==> src/include/motor_cfg_cfg.svh <==
// bus widths, address map and status bits assume a single main address space and four axes
`ifndef MOTOR_CFG_CFG_SVH
`define MOTOR_CFG_CFG_SVH

// --------------------
// widths and counts
`define DATA_W          32      // register data word
`define ADDR_W          16      // space, reserved, channel, offset
`define CUR_W           16      // current feedback and command
`define NUM_AXES        4
`define AXIS_W          2       // axis index, channel minus one

// --------------------
// address map
`define ADDR_MAIN       4'h0    // main space, the only one decoded
`define OFF_STATUS      4'h0    // channel 0 only
`define OFF_ADC_DATA    4'h0    // channels 1-4, feedback in low half
`define OFF_DAC_CTRL    4'h1    // channels 1-4, command in low half

// --------------------
// status word, write side
`define ST_PWR_MASK     19      // 1 -> apply power value
`define ST_PWR_VAL      18
`define ST_AMP_MASK     11:8    // per-axis change mask
`define ST_AMP_VAL      3:0     // per-axis enable value

// status word, read side
`define ST_BOARD_ID     27:24
`define ST_PWR_EN       19
`define ST_SAFETY_DIS   11:8
`define ST_AMP_EN       3:0     // effective enables, not the raw command

// over-current samples in a row before the axis is disabled
`define SAFETY_COUNT    3
`define SAFETY_CNT_W    2       // must hold SAFETY_COUNT

`endif
==> src/motor_pkg.sv <==
// shared bus types for the register bus, address fields are fixed at four bits each
package motor_pkg;

`include "motor_cfg_cfg.svh"

    // register address as seen on the bus
    typedef struct packed {
        logic [3:0] space;      // ADDR_MAIN only
        logic [3:0] rsvd;       // must be zero to decode
        logic [3:0] chan;       // 0 board, 1-4 axes
        logic [3:0] offset;
    } reg_addr_t;

    // one quadlet write, wen is a single-cycle level
    typedef struct packed {
        logic              wen;
        reg_addr_t         waddr;
        logic [`DATA_W-1:0] wdata;
    } reg_wr_t;

    // real-time block quadlet from the host side
    typedef struct packed {
        logic              wen;     // strobe
        logic [2:0]        idx;     // 0 status, 1-4 dac, rest ignored
        logic [`DATA_W-1:0] wdata;
    } rt_wr_t;

    // per-axis vectors, element 0 is axis 1
    typedef logic [`NUM_AXES-1:0][`CUR_W-1:0] cur_vec_t;
    typedef logic [`NUM_AXES-1:0]             axis_vec_t;

endpackage

==> src/motor_board_top.sv <==
// one clock domain only, and adc feedback arrives as parallel words with a ready strobe
`timescale 1ns/10ps
`include "motor_cfg_cfg.svh"

module motor_board_top import motor_pkg::*; (
    input  logic               sysclk,
    input  logic               rst_n,
    input  logic [3:0]         board_id,
    input  reg_wr_t            eth_wr,
    input  reg_wr_t            fw_wr,
    input  rt_wr_t             rt_in,
    input  logic               eth_read_en,
    input  reg_addr_t          eth_raddr,
    input  reg_addr_t          fw_raddr,
    input  cur_vec_t           cur_fb,
    input  logic               cur_ready,
    output logic [`DATA_W-1:0] reg_rdata,
    output logic               pwr_enable,
    output axis_vec_t          amp_enable
);

    // --------------------
    // internal bus
    reg_wr_t            rt_bus;
    reg_wr_t            bus_wr;         // arbitrated write
    reg_addr_t          raddr;          // selected read address
    logic [`DATA_W-1:0] status_rdata;
    logic [`CUR_W-1:0]  dac_rdata;
    logic [`CUR_W-1:0]  fb_rdata;
    cur_vec_t           cur_cmd;
    axis_vec_t          clear_disable;
    axis_vec_t          safety_disable;

    rt_block_writer i_rt (
        .sysclk(sysclk), .rst_n(rst_n),
        .rt_in(rt_in),
        .rt_bus(rt_bus)
    );

    reg_bus_arbiter i_arb (
        .sysclk(sysclk), .rst_n(rst_n),
        .rt_bus(rt_bus), .eth_wr(eth_wr), .fw_wr(fw_wr),
        .eth_read_en(eth_read_en), .eth_raddr(eth_raddr), .fw_raddr(fw_raddr),
        .status_rdata(status_rdata), .dac_rdata(dac_rdata), .fb_rdata(fb_rdata),
        .bus_wr(bus_wr), .raddr(raddr), .reg_rdata(reg_rdata)
    );

    dac_cmd_regs i_dac (
        .sysclk(sysclk), .rst_n(rst_n),
        .bus_wr(bus_wr), .raddr(raddr),
        .dac_rdata(dac_rdata), .cur_cmd(cur_cmd)
    );

    safety_monitor i_safe (
        .sysclk(sysclk), .rst_n(rst_n),
        .cur_fb(cur_fb), .cur_ready(cur_ready), .cur_cmd(cur_cmd),
        .clear_disable(clear_disable), .raddr(raddr),
        .fb_rdata(fb_rdata), .safety_disable(safety_disable)
    );

    board_status_regs i_chan0 (
        .sysclk(sysclk), .rst_n(rst_n),
        .board_id(board_id), .bus_wr(bus_wr), .safety_disable(safety_disable),
        .status_rdata(status_rdata), .clear_disable(clear_disable),
        .pwr_enable(pwr_enable), .amp_enable(amp_enable)
    );

endmodule

==> src/board_status_regs.sv <==
// power off forces all amplifier outputs low but keeps the per-axis enable commands
`timescale 1ns/10ps
`include "motor_cfg_cfg.svh"

module board_status_regs import motor_pkg::*; (
    input  logic               sysclk,
    input  logic               rst_n,
    input  logic [3:0]         board_id,       // rotary switch
    input  reg_wr_t            bus_wr,
    input  axis_vec_t          safety_disable,
    output logic [`DATA_W-1:0] status_rdata,
    output axis_vec_t          clear_disable,  // same cycle as the write
    output logic               pwr_enable,
    output axis_vec_t          amp_enable
);

    logic      st_wr;       // status register hit
    logic      pwr_on_cmd;  // masked write of power on
    axis_vec_t amp_mask;
    axis_vec_t amp_val;
    axis_vec_t amp_en_q;    // commanded, before power and safety

    assign st_wr = bus_wr.wen
                && (bus_wr.waddr.space == `ADDR_MAIN)
                && (bus_wr.waddr.rsvd == 4'h0)
                && (bus_wr.waddr.chan == 4'h0)
                && (bus_wr.waddr.offset == `OFF_STATUS);

    assign amp_mask   = bus_wr.wdata[`ST_AMP_MASK];
    assign amp_val    = bus_wr.wdata[`ST_AMP_VAL];
    assign pwr_on_cmd = st_wr && bus_wr.wdata[`ST_PWR_MASK] && bus_wr.wdata[`ST_PWR_VAL];

    // --------------------
    // enable registers
    always_ff @(posedge sysclk or negedge rst_n) begin
        if (!rst_n) begin
            pwr_enable <= 1'b0;
            amp_en_q   <= '0;
        end else if (st_wr) begin
            if (bus_wr.wdata[`ST_PWR_MASK])
                pwr_enable <= bus_wr.wdata[`ST_PWR_VAL];
            amp_en_q <= (amp_en_q & ~amp_mask) | (amp_val & amp_mask);  // masked bits only
        end
    end

    // power on clears every axis, an amp on only its own
    assign clear_disable = {`NUM_AXES{pwr_on_cmd}}
                         | ({`NUM_AXES{st_wr}} & amp_mask & amp_val);

    assign amp_enable = amp_en_q & {`NUM_AXES{pwr_enable}} & ~safety_disable;

    // --------------------
    // readback word
    always_comb begin
        status_rdata                 = '0;
        status_rdata[`ST_BOARD_ID]   = board_id;
        status_rdata[`ST_PWR_EN]     = pwr_enable;
        status_rdata[`ST_SAFETY_DIS] = safety_disable;
        status_rdata[`ST_AMP_EN]     = amp_enable;      // effective, not amp_en_q
    end

    a_amp_needs_pwr: assert property (@(posedge sysclk) disable iff (!rst_n)
        !pwr_enable |-> (amp_enable == '0));

    // a power-on write restarts every safety latch on the following edge
    a_pwr_clears: assert property (@(posedge sysclk) disable iff (!rst_n)
        pwr_on_cmd |=> (safety_disable == '0));

endmodule

==> src/safety_monitor.sv <==
// feedback and command are compared as unsigned magnitudes and the disables stay set until cleared
`timescale 1ns/10ps
`include "motor_cfg_cfg.svh"

module safety_monitor import motor_pkg::*; (
    input  logic              sysclk,
    input  logic              rst_n,
    input  cur_vec_t          cur_fb,
    input  logic              cur_ready,        // one-cycle adc strobe
    input  cur_vec_t          cur_cmd,
    input  axis_vec_t         clear_disable,
    input  reg_addr_t         raddr,
    output logic [`CUR_W-1:0] fb_rdata,
    output axis_vec_t         safety_disable
);

    cur_vec_t                  fb_q;    // last sampled feedback
    axis_vec_t                 over;
    logic [`SAFETY_CNT_W-1:0]  cnt [`NUM_AXES];
    logic [`AXIS_W-1:0]        rd_sel;

    // --------------------
    // feedback capture, readback only
    always_ff @(posedge sysclk) begin
        if (cur_ready)
            fb_q <= cur_fb;
    end

    assign rd_sel   = `AXIS_W'(raddr.chan - 4'h1);
    assign fb_rdata = fb_q[rd_sel];

    // --------------------
    // per-axis over-current check
    for (genvar a = 0; a < `NUM_AXES; a++) begin : g_axis

        // 17 bits so twice the command cannot wrap
        assign over[a] = {1'b0, cur_fb[a]} > {cur_cmd[a], 1'b0};

        always_ff @(posedge sysclk or negedge rst_n) begin
            if (!rst_n) begin
                cnt[a]            <= '0;
                safety_disable[a] <= 1'b0;
            end else if (clear_disable[a]) begin
                cnt[a]            <= '0;    // clear wins over a sample
                safety_disable[a] <= 1'b0;
            end else if (cur_ready) begin
                if (over[a]) begin
                    if (cnt[a] != `SAFETY_CNT_W'(`SAFETY_COUNT))
                        cnt[a] <= cnt[a] + 1'b1;        // saturate
                    if (cnt[a] == `SAFETY_CNT_W'(`SAFETY_COUNT - 1))
                        safety_disable[a] <= 1'b1;      // sticky
                end else begin
                    cnt[a] <= '0;   // one good sample restarts the run
                end
            end
        end

        // a full run of over-current samples always has its latch set
        a_cnt_latched: assert property (@(posedge sysclk) disable iff (!rst_n)
            (cnt[a] == `SAFETY_CNT_W'(`SAFETY_COUNT)) |-> safety_disable[a]);

        // latch can only rise on a strobe with the axis over current
        a_set_cause: assert property (@(posedge sysclk) disable iff (!rst_n)
            $rose(safety_disable[a]) |-> $past(cur_ready && over[a]));
    end

endmodule

==> src/dac_cmd_regs.sv <==
// commands are unsigned and only the low CUR_W bits of a write are kept
`timescale 1ns/10ps
`include "motor_cfg_cfg.svh"

module dac_cmd_regs import motor_pkg::*; (
    input  logic              sysclk,
    input  logic              rst_n,
    input  reg_wr_t           bus_wr,
    input  reg_addr_t         raddr,
    output logic [`CUR_W-1:0] dac_rdata,
    output cur_vec_t          cur_cmd
);

    logic               dac_wr;     // dac offset hit, any channel
    logic [`AXIS_W-1:0] rd_sel;

    assign dac_wr = bus_wr.wen
                 && (bus_wr.waddr.space == `ADDR_MAIN)
                 && (bus_wr.waddr.rsvd == 4'h0)
                 && (bus_wr.waddr.offset == `OFF_DAC_CTRL);

    // channel n drives axis n-1
    always_ff @(posedge sysclk or negedge rst_n) begin
        if (!rst_n) begin
            cur_cmd <= '0;
        end else if (dac_wr) begin
            for (int a = 0; a < `NUM_AXES; a++) begin
                if (bus_wr.waddr.chan == 4'(a + 1))
                    cur_cmd[a] <= bus_wr.wdata[`CUR_W-1:0];
            end
        end
    end

    // wraps for channel 0 or >4, the arbiter zeroes those reads
    assign rd_sel    = `AXIS_W'(raddr.chan - 4'h1);
    assign dac_rdata = cur_cmd[rd_sel];

endmodule

==> src/rt_block_writer.sv <==
// quadlet indices 5 to 7 are dropped silently and every write lands one clock after the strobe
`timescale 1ns/10ps
`include "motor_cfg_cfg.svh"

module rt_block_writer import motor_pkg::*; (
    input  logic    sysclk,
    input  logic    rst_n,
    input  rt_wr_t  rt_in,
    output reg_wr_t rt_bus
);

    logic [3:0]         chan_sel;
    logic [3:0]         off_sel;
    logic [`ADDR_W-1:0] addr_map;   // index mapped to a bus address
    logic               wen_q;
    logic [`ADDR_W-1:0] addr_q;
    logic [`DATA_W-1:0] data_q;

    // index 0 is the board status, 1-4 the axis dac channels
    assign chan_sel = (rt_in.idx == 3'd0) ? 4'h0 : {1'b0, rt_in.idx};
    assign off_sel  = (rt_in.idx == 3'd0) ? `OFF_STATUS : `OFF_DAC_CTRL;
    assign addr_map = {`ADDR_MAIN, 4'h0, chan_sel, off_sel};

    // strobe, valid indices only
    always_ff @(posedge sysclk or negedge rst_n) begin
        if (!rst_n)
            wen_q <= 1'b0;
        else
            wen_q <= rt_in.wen && (rt_in.idx <= 3'd4);
    end

    // payload held until the next quadlet
    always_ff @(posedge sysclk) begin
        if (rt_in.wen) begin
            addr_q <= addr_map;
            data_q <= rt_in.wdata;
        end
    end

    assign rt_bus.wen   = wen_q;    // single cycle
    assign rt_bus.waddr = reg_addr_t'(addr_q);
    assign rt_bus.wdata = data_q;

endmodule

==> src/reg_bus_arbiter.sv <==
// writes have no back-pressure so a lower-priority write that collides is dropped
`timescale 1ns/10ps
`include "motor_cfg_cfg.svh"

module reg_bus_arbiter import motor_pkg::*; (
    input  logic               sysclk,
    input  logic               rst_n,
    input  reg_wr_t            rt_bus,         // highest priority
    input  reg_wr_t            eth_wr,
    input  reg_wr_t            fw_wr,          // lowest priority
    input  logic               eth_read_en,    // 1 -> eth owns the read port
    input  reg_addr_t          eth_raddr,
    input  reg_addr_t          fw_raddr,
    input  logic [`DATA_W-1:0] status_rdata,   // channel 0
    input  logic [`CUR_W-1:0]  dac_rdata,
    input  logic [`CUR_W-1:0]  fb_rdata,
    output reg_wr_t            bus_wr,
    output reg_addr_t          raddr,
    output logic [`DATA_W-1:0] reg_rdata
);

    logic               main_hit;   // main space, reserved clear
    logic               axis_hit;   // channel 1..NUM_AXES
    logic [`DATA_W-1:0] rdata_next;

    // --------------------
    // write select, fixed priority
    always_comb begin
        if (rt_bus.wen) begin
            bus_wr = rt_bus;
        end else if (eth_wr.wen) begin
            bus_wr = eth_wr;
        end else begin
            bus_wr = fw_wr;     // idle bus when fw_wr.wen low
        end
    end

    // --------------------
    // read address and data
    assign raddr    = eth_read_en ? eth_raddr : fw_raddr;
    assign main_hit = (raddr.space == `ADDR_MAIN) && (raddr.rsvd == 4'h0);
    assign axis_hit = (raddr.chan != 4'h0) && (raddr.chan <= 4'(`NUM_AXES));

    always_comb begin
        rdata_next = '0;    // unmapped reads 0
        if (main_hit) begin
            if (raddr.chan == 4'h0) begin
                if (raddr.offset == `OFF_STATUS)
                    rdata_next = status_rdata;
            end else if (axis_hit) begin
                case (raddr.offset)
                    `OFF_ADC_DATA: rdata_next = {{(`DATA_W-`CUR_W){1'b0}}, fb_rdata};
                    `OFF_DAC_CTRL: rdata_next = {{(`DATA_W-`CUR_W){1'b0}}, dac_rdata};
                    default:       rdata_next = '0;
                endcase
            end
        end
    end

    always_ff @(posedge sysclk or negedge rst_n) begin
        if (!rst_n)
            reg_rdata <= '0;
        else
            reg_rdata <= rdata_next;    // one clock behind raddr
    end

    // the three host sides are independent, nothing upstream keeps them apart
    a_one_writer: assert property (@(posedge sysclk) disable iff (!rst_n)
        $onehot0({rt_bus.wen, eth_wr.wen, fw_wr.wen}));

endmodule

==> config.mk <==
export PLATFORM = sky130hd
export DESIGN_NAME = motor_board_top
export DESIGN_NICKNAME = d
export VERILOG_FILES = /design/src/motor_pkg.sv /design/src/motor_board_top.sv /design/src/board_status_regs.sv /design/src/safety_monitor.sv /design/src/dac_cmd_regs.sv /design/src/rt_block_writer.sv /design/src/reg_bus_arbiter.sv
export VERILOG_INCLUDE_DIRS = /design/src /design/src/include
export SDC_FILE = /design/constraint.sdc
export NUM_CORES = 1
export LEC_CHECK = 0
export ABC_AREA = 0
export BUFFER_PORTS_ARGS = -buffer_cell sky130_fd_sc_hd__buf_2
export CAP_MARGIN = 20
export CORE_MARGIN = 4
export CORE_UTILIZATION = 40
export DETAILED_ROUTE_END_ITERATION = 12
export HOLD_SLACK_MARGIN = 0.03
export PLACE_DENSITY_LB_ADDON = 0.08
export SLEW_MARGIN = 0
export SYNTH_ARGS = -nofsm -noshare
export SYNTH_HDL_FRONTEND = slang
export SYNTH_SLANG_ARGS = --single-unit
==> constraint.sdc <==
create_clock -name sysclk -period 4.16 [get_ports sysclk]
set_input_delay 0.416 -clock sysclk [delete_from_list [all_inputs] [get_ports sysclk]]
set_output_delay 0.416 -clock sysclk [all_outputs]
set_load 0.01 [all_outputs]
After elaboration in Yosys (flattened, before gate mapping)
Index checks and enable logic that the tools add are counted.
- add/subtract/negate cells: 5
- order comparisons: 7
- equal/unequal tests: 18
- muxes and demuxes: 45
- bitwise gates (word level): 10
- reductions and logical operators: 45
- operator list (cell ; number):
    49-bit two-way mux ; 2
    32-bit two-way mux ; 3
    16-bit by 17-bit greater-than comparator with 1-bit output ; 4
    16-bit binary-select mux with 2-bit select ; 2
    16-bit two-way mux ; 3
    4-bit zero test ; 8
    2-bit two-way mux ; 16
    16-bit case mux with 2 select lines ; 1
    28-bit two-way mux ; 1
    4-bit bitwise AND ; 6
    2-bit nonzero test ; 12
    2-bit AND reduction ; 9
    1-bit two-way mux ; 17
    4-bit by 1-bit == test with 1-bit output, second input constant ; 3
    3-bit inequality test, second input constant ; 4
    3-bit AND reduction ; 4
    1-bit logical AND ; 10
    2-bit by 1-bit adder with 2-bit output, second input constant ; 4
    2-bit == test, second input constant ; 4
    4-bit by 2-bit == test with 1-bit output, second input constant ; 2
    2-bit inequality test, second input constant ; 4
    4-bit NOT ; 2
    4-bit OR ; 2
    4-bit by 3-bit == test with 1-bit output, second input constant ; 1
    6 further kinds ; 6
- bits in registers: 218
- input bits: 238
- logic and storage cells: 153

Longest topological paths before layout
Gate-level depths: netlist of run 1.
- depth in word-level cells: 12
- depth in mapped cells: 8
- depth with buffers taken out: 8

Cells and area by module
From an unflattened synthesis of run 1, not the netlist that was laid out.
- cells, all modules: 998
- area, all modules: 12324.3 sq um
- modules (own cells, without submodules) (module ; times used ; cells an instance ; area an instance (sq um) ; seq. area each (sq um)):
    safety_monitor ; 1 ; 365 ; 4648.2 ; 2222.1
    dac_cmd_regs ; 1 ; 162 ; 2966.6 ; 1601.5
    reg_bus_arbiter ; 1 ; 341 ; 2876.5 ; 800.8
    rt_block_writer ; 1 ; 57 ; 1236.2 ; 1106.1
    board_status_regs ; 1 ; 73 ; 596.8 ; 125.1

Worst setup path before layout of run 1
OpenSTA, ideal clock, no wires.
- path kind: input-to-reg
- start point: input port eth_read_en
- end point: register i_arb.reg_rdata[2]
- library setup time: 0.132 ns
- arrival: 2.726 ns
- data required time: 4.028 ns
- path slack: 1.302 ns
- stages on the path: 8
- path through: clkbuf_1 > mux2i_1 > buf_2 > ha_1 > clkbuf_1 > mux4_2 > mux2i_1 > o2bb2ai_1
- longest elaborated chain between the ends: 8
- elaborated cells on any way between the ends: 20
- those cells by class: add/sub (1); order compare (1); eq/ne (1); mux (10); reduce/logical (7)
- ends and longest elaborated chain (what ; RTL line ; RTL):
    start, declared ; motor_board_top.sv:12 ; input logic eth_read_en,
    16-bit two-way mux * ; reg_bus_arbiter.sv:40 ; assign raddr = eth_read_en ? eth_raddr : fw_raddr;
    2-bit by 1-bit subtractor with 2-bit output ; safety_monitor.sv:29, dac_cmd_regs.sv:35 ;
    16-bit binary-select mux with 2-bit select (on tied branches) ; dac_cmd_regs.sv:36, safety_monitor.sv:30 ;
    16-bit two-way mux (on tied branches) ; dac_cmd_regs.sv:36, safety_monitor.sv:30 ;
    16-bit case mux with 2 select lines ; reg_bus_arbiter.sv:51 ; case (raddr.offset)
    32-bit two-way mux ; reg_bus_arbiter.sv:50 ; end else if (axis_hit) begin
    32-bit two-way mux ; reg_bus_arbiter.sv:47 ; if (raddr.chan == 4'h0) begin
    32-bit two-way mux * ; reg_bus_arbiter.sv:46 ; if (main_hit) begin
    via i_arb.rdata_next[2] ; reg_bus_arbiter.sv:24 ; logic [`DATA_W-1:0] rdata_next;
    end signal, assigned ; reg_bus_arbiter.sv:64 ; reg_rdata <= rdata_next;
    end, declared ; reg_bus_arbiter.sv:19 ; output logic [`DATA_W-1:0] reg_rdata
The timed path passes the listed nets; every way through them passes the cells marked *. The select of a mux whose other input is x is not followed.
A chain may end at the register's enable or synchronous reset.

==> out/metrics.cfg, run 1 <==
[sta]
final-max-slew-violation-count=0
final-setup-viol-count=0
clock-skew-final_ns=0.01057
actual_slew_at_the_worst_max_slew_pin_ns=1.077
achievable-frequency_mhz=348.9
slew-limit-headroom_pct=27.42
final_critical_path_share_of_the_clock_period_pct=68.90
timing.hold.ws_ns=-0.001511
fin_crit_ns=2.866
finalSetupTns_ns=0
final-hold-violation-count=2
rsz0062_at_grt=no

[cts]
post-cts-setup-buffer-count=0
cts-root-buf=sky130_fd_sc_hd__clkbuf_16
cts_made_buffers=17
h-tree-depth=4
clk_pin_slew_ns=0.07
numClockSinks=189
clock_latency_on_the_worst_skew_pair_ns=0.43
holdBufCountCts=0
cts_max_path_buffers=2
tritoncts_clock_tree=yes
cts-resized-gates=0

[cells_and_area]
multi_input_area_um2=4466
area_delta_synth_final_pct=20.28
design.final.nets=1330
regArea_um2=5160
drive_gt1_share_pct=37.16
n_fill_cell=2292

[power]
cellLeakagePower_nw=5.504
cellPowerDensity_nw_per_um2=484.3
worst_ir_drop_vdd_uv=249.6

[logic_synthesis]
syn_inst=795
synth-seq-cells=189
synthesis.yosys.warnings=0
synth_top_area_cell=sky130_fd_sc_hd__edfxtp_1
syn-cell-area_um2=10080
post-synth-top-count-cell=sky130_fd_sc_hd__dfrtp_1
dominantRegCellSynth=sky130_fd_sc_hd__dfrtp_1
synth_common_cells=sky130_fd_sc_hd__dfrtp_1, sky130_fd_sc_hd__edfxtp_1, sky130_fd_sc_hd__ha_1, sky130_fd_sc_hd__inv_1, sky130_fd_sc_hd__nand2_1
synth_cell_type_count=58
synth_largest_type_area_fraction_pct=25.62
avgSynthCellArea_um2=12.68
postSynth.asyncResetShare_pct=54.50
post_synth_main_area_contributors=sky130_fd_sc_hd__edfxtp_1, sky130_fd_sc_hd__dfrtp_1, sky130_fd_sc_hd__ha_1
seq_area_frac_synth_pct=51.19
synth_enable_flop_cells=86

[global_route]
first_global_vias=7215
grt_max_degree=104
grt_usage_pct=19.65
grt.overflow.total=0
initial_antenna_violation_count=2
grt_first_pass_wirelength_mm=41.89

[min_path]
min-delay-path-class=in2async

[routing]
first_pass_iters=5
met2_length_mm=12.99
detailed_route_via_count=6968
wl_met3_mm=1.328
drt-vias-per-instance=5.120
drt_wirelength_mm=27.14
residual_antenna_violating_net_count_after_detailed_routing=0
route.layer.met1.wl_mm=12.46
drt_drc_violations_left=0
detailedRoute.firstIterationViolations=348
top_layer=met5
post_drt_wl_per_cell_um=19.94

[setup_path]
timing.critical_path.from_type=register
critPathArrivalTime_ns=3.18
crit_fanout=37
path_type_of_the_worst_setup_path=reg2reg
worst-endpoint-required_ns=4.47
worstSetupEndpointType=register

[place]
numPortBuffers=221
finalWeightedCongestion=0.8167
hpwlAfterDp_mm=20.31

[floorplan]
die_w_um=166.7
die-area_um2=27800
die-height_um=166.7
num_rows=57
io-pin-count=275
core_region_area_um2=24530
starting_density_pct=41.09

[status]
status=finished with violations
failed_checks=hold timing

[flow_run]
cap_violations=0

-- cell type report --
cell class	instances	area share [%]
inverter	70	2.167
clock inverter	9	0.7121
timing repair buffer	240	10.42
multi-input combinational	505	36.83
tap	324	3.344
clock buffer	23	3.942
sequential	189	42.56
antenna	1	0.02064
-- path summary, 6_finish.rpt --
check	startpoint	end	slack [ns]	cells past startpoint
min in group sysclk	rt_in[12]	i_rt.data_q[12]	0.16	1
max reg2reg	i_rt.wen_q	register	1.29	6
max	i_rt.wen_q	register	1.29	6
min reg2reg	register	register	0.51	1
max in group asynchronous	rst_n	i_dac.cur_cmd[58]	3.63	2
min	rst_n	i_arb.reg_rdata[6]	-0.002	2
-- per-layer routing --
metal / vias up / track usage, %
met4: 4 / 4.020
li1: 3355 / -
met1: 3390 / 26.89
met3: 23 / 4.124
met5: - / 0
met2: 196 / 32.71
-- kinds of logic after synthesis --
family	synth area share [%]
compound gates	6.753
xor+xnor	0.08691
fa+ha+maj	8.565
buf+inv	5.126
flops	51.19
mux	19.81
other cells	0.03720
simple gates	8.428
-- where the power goes --
part | leakage (nW) | switching [W] | total, W | internal, W
clock network | 0.275 | 0.000709 | 0.00158 | 0.000875
registers | 2.17 | 0.000279 | 0.00261 | 0.00233
logic | 3.06 | 0.000830 | 0.00168 | 0.000847
total | 5.50 | 0.00182 | 0.00587 | 0.00405
-- metrics by stage --
| stage | std cells | util, % | area [µm²] | worst slack (ns) | power, W |
|---|---|---|---|---|---|
| 3_5_place_dp | 1327 | 47.08 | 11550 | 1.152 | 0.004326 |
| 5_1_grt | 1360 | 49.41 | 12120 | 0.9677 | 0.006259 |
| 4_1_cts | 1359 | 49.38 | 12110 | 1.198 | 0.005927 |
| 3_3_place_gp | 1327 | 47.08 | 11550 | 1.173 | 0.004298 |
| 6_report | 1361 | 49.42 | 12120 | 1.294 | 0.005871 |
| 2_1_floorplan | 805 | - | 10120 | 1.303 | 0.003728 |
-- worst max-delay path, cell delays in order (launching register included) --
cell                      delay, ns
sky130_fd_sc_hd__dfrtp_1       0.97
sky130_fd_sc_hd__inv_2         0.26
sky130_fd_sc_hd__mux2i_1       0.46
sky130_fd_sc_hd__nand4_1       0.21
sky130_fd_sc_hd__a21oi_2       0.44
sky130_fd_sc_hd__nand2_1       0.11
sky130_fd_sc_hd__mux2_2        0.30
-- placed cells by master (no fill, tap or decap), types with 8 or more instances in the layout --
cell / instances
sky130_fd_sc_hd__a21o_1: 10
sky130_fd_sc_hd__a21oi_1: 36
sky130_fd_sc_hd__buf_2: 220
sky130_fd_sc_hd__buf_4: 18
sky130_fd_sc_hd__clkbuf_16: 17
sky130_fd_sc_hd__conb_1: 11
sky130_fd_sc_hd__dfrtp_1: 103
sky130_fd_sc_hd__edfxtp_1: 86
sky130_fd_sc_hd__ha_1: 69
sky130_fd_sc_hd__inv_1: 69
sky130_fd_sc_hd__mux2_2: 61
sky130_fd_sc_hd__mux2_4: 10
sky130_fd_sc_hd__mux2i_1: 38
sky130_fd_sc_hd__mux4_2: 32
sky130_fd_sc_hd__nand2_1: 63
sky130_fd_sc_hd__nand3_1: 8
sky130_fd_sc_hd__nand4_1: 9
sky130_fd_sc_hd__nor2_1: 35
sky130_fd_sc_hd__nor4_1: 17
sky130_fd_sc_hd__o21ai_0: 30
-- sequential cells by signal, summed over array words and instances (netlist names), named ones only --
name,count
i_rt.data_q,18
i_safe.cnt,8
i_chan0.pwr_enable,1
i_safe.safety_disable,4
i_rt.wen_q,1
i_dac.cur_cmd,64
i_arb.reg_rdata,21
i_rt.addr_q,4
i_safe.fb_q,64
Power figures use the tool's default switching activity.
==> run 2, diff against run 1 <==
Clock period 4.16 ns to 2.9 ns, I/O delays scaled along.
==> run 2 against run 1 <==
Effect of this change:
- setup slack worse by 0.96 ns
- flip-flop and latch count did not move
- sequential share of layout area shrank 1.3 points
- clock skew fell by 0.0011 ns
- design area is 3.3% higher
- via count increased by 1.9%
- cell count rose by 2.2%
- combinational power up 48%
- largest power group unchanged
- non-clock buffer count grew 31
- the flow now finishes without violations
- clock-buffer cell count fell by 5
- sequential power up 43%
- worst hold slack improved by 0.048 ns
==> out/metrics.cfg, run 2 (synthesized netlist as in run 1, its figures left out) <==
[cells_and_area]
multi_input_area_um2=4466
final_common_cell=sky130_fd_sc_hd__buf_2
insertedDiodeCount=0
n_fill_cell=2267
top_regs=i_dac.cur_cmd x64, i_safe.fb_q x64, i_arb.reg_rdata x21
area_delta_synth_final_pct=24.22
layout_common_cells=sky130_fd_sc_hd__buf_2, sky130_fd_sc_hd__dfrtp_1, sky130_fd_sc_hd__edfxtp_1
regArea_um2=5160
design.final.nets=1361
drive_gt1_share_pct=37.21

[power]
cellLeakagePower_nw=5.690
cellPowerDensity_nw_per_um2=702.7
total_power_w=0.008799
worst_ir_drop_vdd_uv=327.1

[sta]
final_critical_path_share_of_the_clock_period_pct=88.47
finalSetupTns_ns=0
slew-limit-headroom_pct=32.94
fin_crit_ns=2.566
achievable-frequency_mhz=389.8
final-max-slew-violation-count=0
final-setup-viol-count=0
timing.hold.ws_ns=0.04670
clock-skew-final_ns=0.009511
actual_slew_at_the_worst_max_slew_pin_ns=0.9954
rsz0062_at_grt=no
fin_ws_ns=0.3345
final-hold-violation-count=0

[setup_path]
timing.critical_path.from_type=register
path_type_of_the_worst_setup_path=reg2reg
crit_fanout=3
regToRegSetupSlack_ns=0.33
worstSetupEndpointType=register
critPathArrivalTime_ns=2.89
worst-endpoint-required_ns=3.22

[routing]
detailed_route_via_count=7103
drt_wirelength_mm=27.46
detailedRoute.firstIterationViolations=350
residual_antenna_violating_net_count_after_detailed_routing=0
drt-vias-per-instance=5.106
post_drt_wl_per_cell_um=19.74
first_pass_iters=4
drt_drc_violations_left=0

[cts]
h-tree-depth=4
clk_pin_slew_ns=0.07
clock_latency_on_the_worst_skew_pair_ns=0.44
cts_made_buffers=17
cts_max_path_buffers=2
cts-resized-gates=0
tritoncts_clock_tree=yes
numClockSinks=189
cts-root-buf=sky130_fd_sc_hd__clkbuf_16

[status]
status=completed

[global_route]
grt_usage_pct=19.93
grt_first_pass_wirelength_mm=42.68
grt.overflow.total=0
grt_max_degree=55
initial_antenna_violation_count=4
first_global_vias=7431

[floorplan]
io-pin-count=275
die_w_um=166.7
num_rows=57
core_region_area_um2=24530
die-area_um2=27800
starting_density_pct=41.09
die-height_um=166.7

[flow_run]
cap_violations=0

[min_path]
min-delay-path-class=in2reg

[place]
hpwlAfterDp_mm=20.62
dp_worst_slack_ns=0.3950
numPortBuffers=221
finalWeightedCongestion=0.8402

run 2: cell count changes in the layout (fill, tap and decap cells not counted):
cell / previous run / this run
sky130_fd_sc_hd__inv_6: 1 / 3
sky130_fd_sc_hd__bufinv_16: 1 / 5
sky130_fd_sc_hd__clkbuf_1: 3 / 1
sky130_fd_sc_hd__clkbuf_4: 1 / 0
sky130_fd_sc_hd__dlygate4sd3_1: 0 / 21
sky130_fd_sc_hd__buf_12: 1 / 4
sky130_fd_sc_hd__clkbuf_8: 3 / 0
sky130_fd_sc_hd__clkinv_4: 3 / 1
sky130_fd_sc_hd__buf_4: 18 / 26
sky130_fd_sc_hd__clkinv_2: 2 / 3
sky130_fd_sc_hd__diode_2: 1 / 0
run 2: routing by layer:
layer	part of all wire (%)	GRT usage [%]
met1	44	26.88
met2	49	33.56
met3	5.3	4.195
met4	1.0	4.127
met5	0.13	0
run 2: metrics by stage:
| stage | util, % | cells | instance area [µm²] |
|---|---|---|---|
| after floorplan | - | 805 | 10120 |
| after CTS | 50.99 | 1390 | 12510 |
| after global routing | 51.04 | 1391 | 12520 |
| after detailed placement | 47.57 | 1338 | 11670 |
| after global placement | 47.57 | 1338 | 11670 |
| final | 51.04 | 1391 | 12520 |
run 2: repair_timing:
action,CTS,global route
endpoints found under the setup margin,0,0
setup buffers,0,0
endpoints found under the hold margin,71,1
hold buffers,20,1
run 2: cell type report:
class	count	share of cell area, %
Inverter	70	2.099
Clock buffer	18	3.428
Multi-Input combinational cell	505	35.66
Timing Repair Buffer	271	12.67
Sequential cell	189	41.21
Clock inverter	14	1.689
Tap cell	324	3.238
run 2: worst paths after layout:
| path | from | to | depth (start not counted) |
|---|---|---|---|
| max reg2reg | i_dac.cur_cmd[11] | i_safe.safety_disable[0] | 8 |
| max in group asynchronous | rst_n | i_safe.cnt[0] | 3 |
| min | cur_fb[17] | i_safe.fb_q[17] | 1 |
| max | i_dac.cur_cmd[11] | i_safe.safety_disable[0] | 8 |
| min in group asynchronous | rst_n | i_dac.cur_cmd[6] | 2 |
| min reg2reg | register | register | 1 |
run 2: critical path, stage by stage, from the launching register on:
cell and delay, ns:
sky130_fd_sc_hd__dfrtp_1 0.36, sky130_fd_sc_hd__inv_1 0.05, sky130_fd_sc_hd__ha_1 0.31, sky130_fd_sc_hd__nand4_1 0.25, sky130_fd_sc_hd__or4_1 0.64, sky130_fd_sc_hd__nor4_1 0.52
sky130_fd_sc_hd__nor2_1 0.10, sky130_fd_sc_hd__a21oi_1 0.17, sky130_fd_sc_hd__a21oi_1 0.05
run 2: power by group:
group / internal (W) / leakage [nW] / switching, W
Clock: 0.00153 / 0.312 / 0.00105
Combinational: 0.00126 / 3.21 / 0.00122
Sequential: 0.00334 / 2.17 / 0.000393
Total: 0.00614 / 5.69 / 0.00266
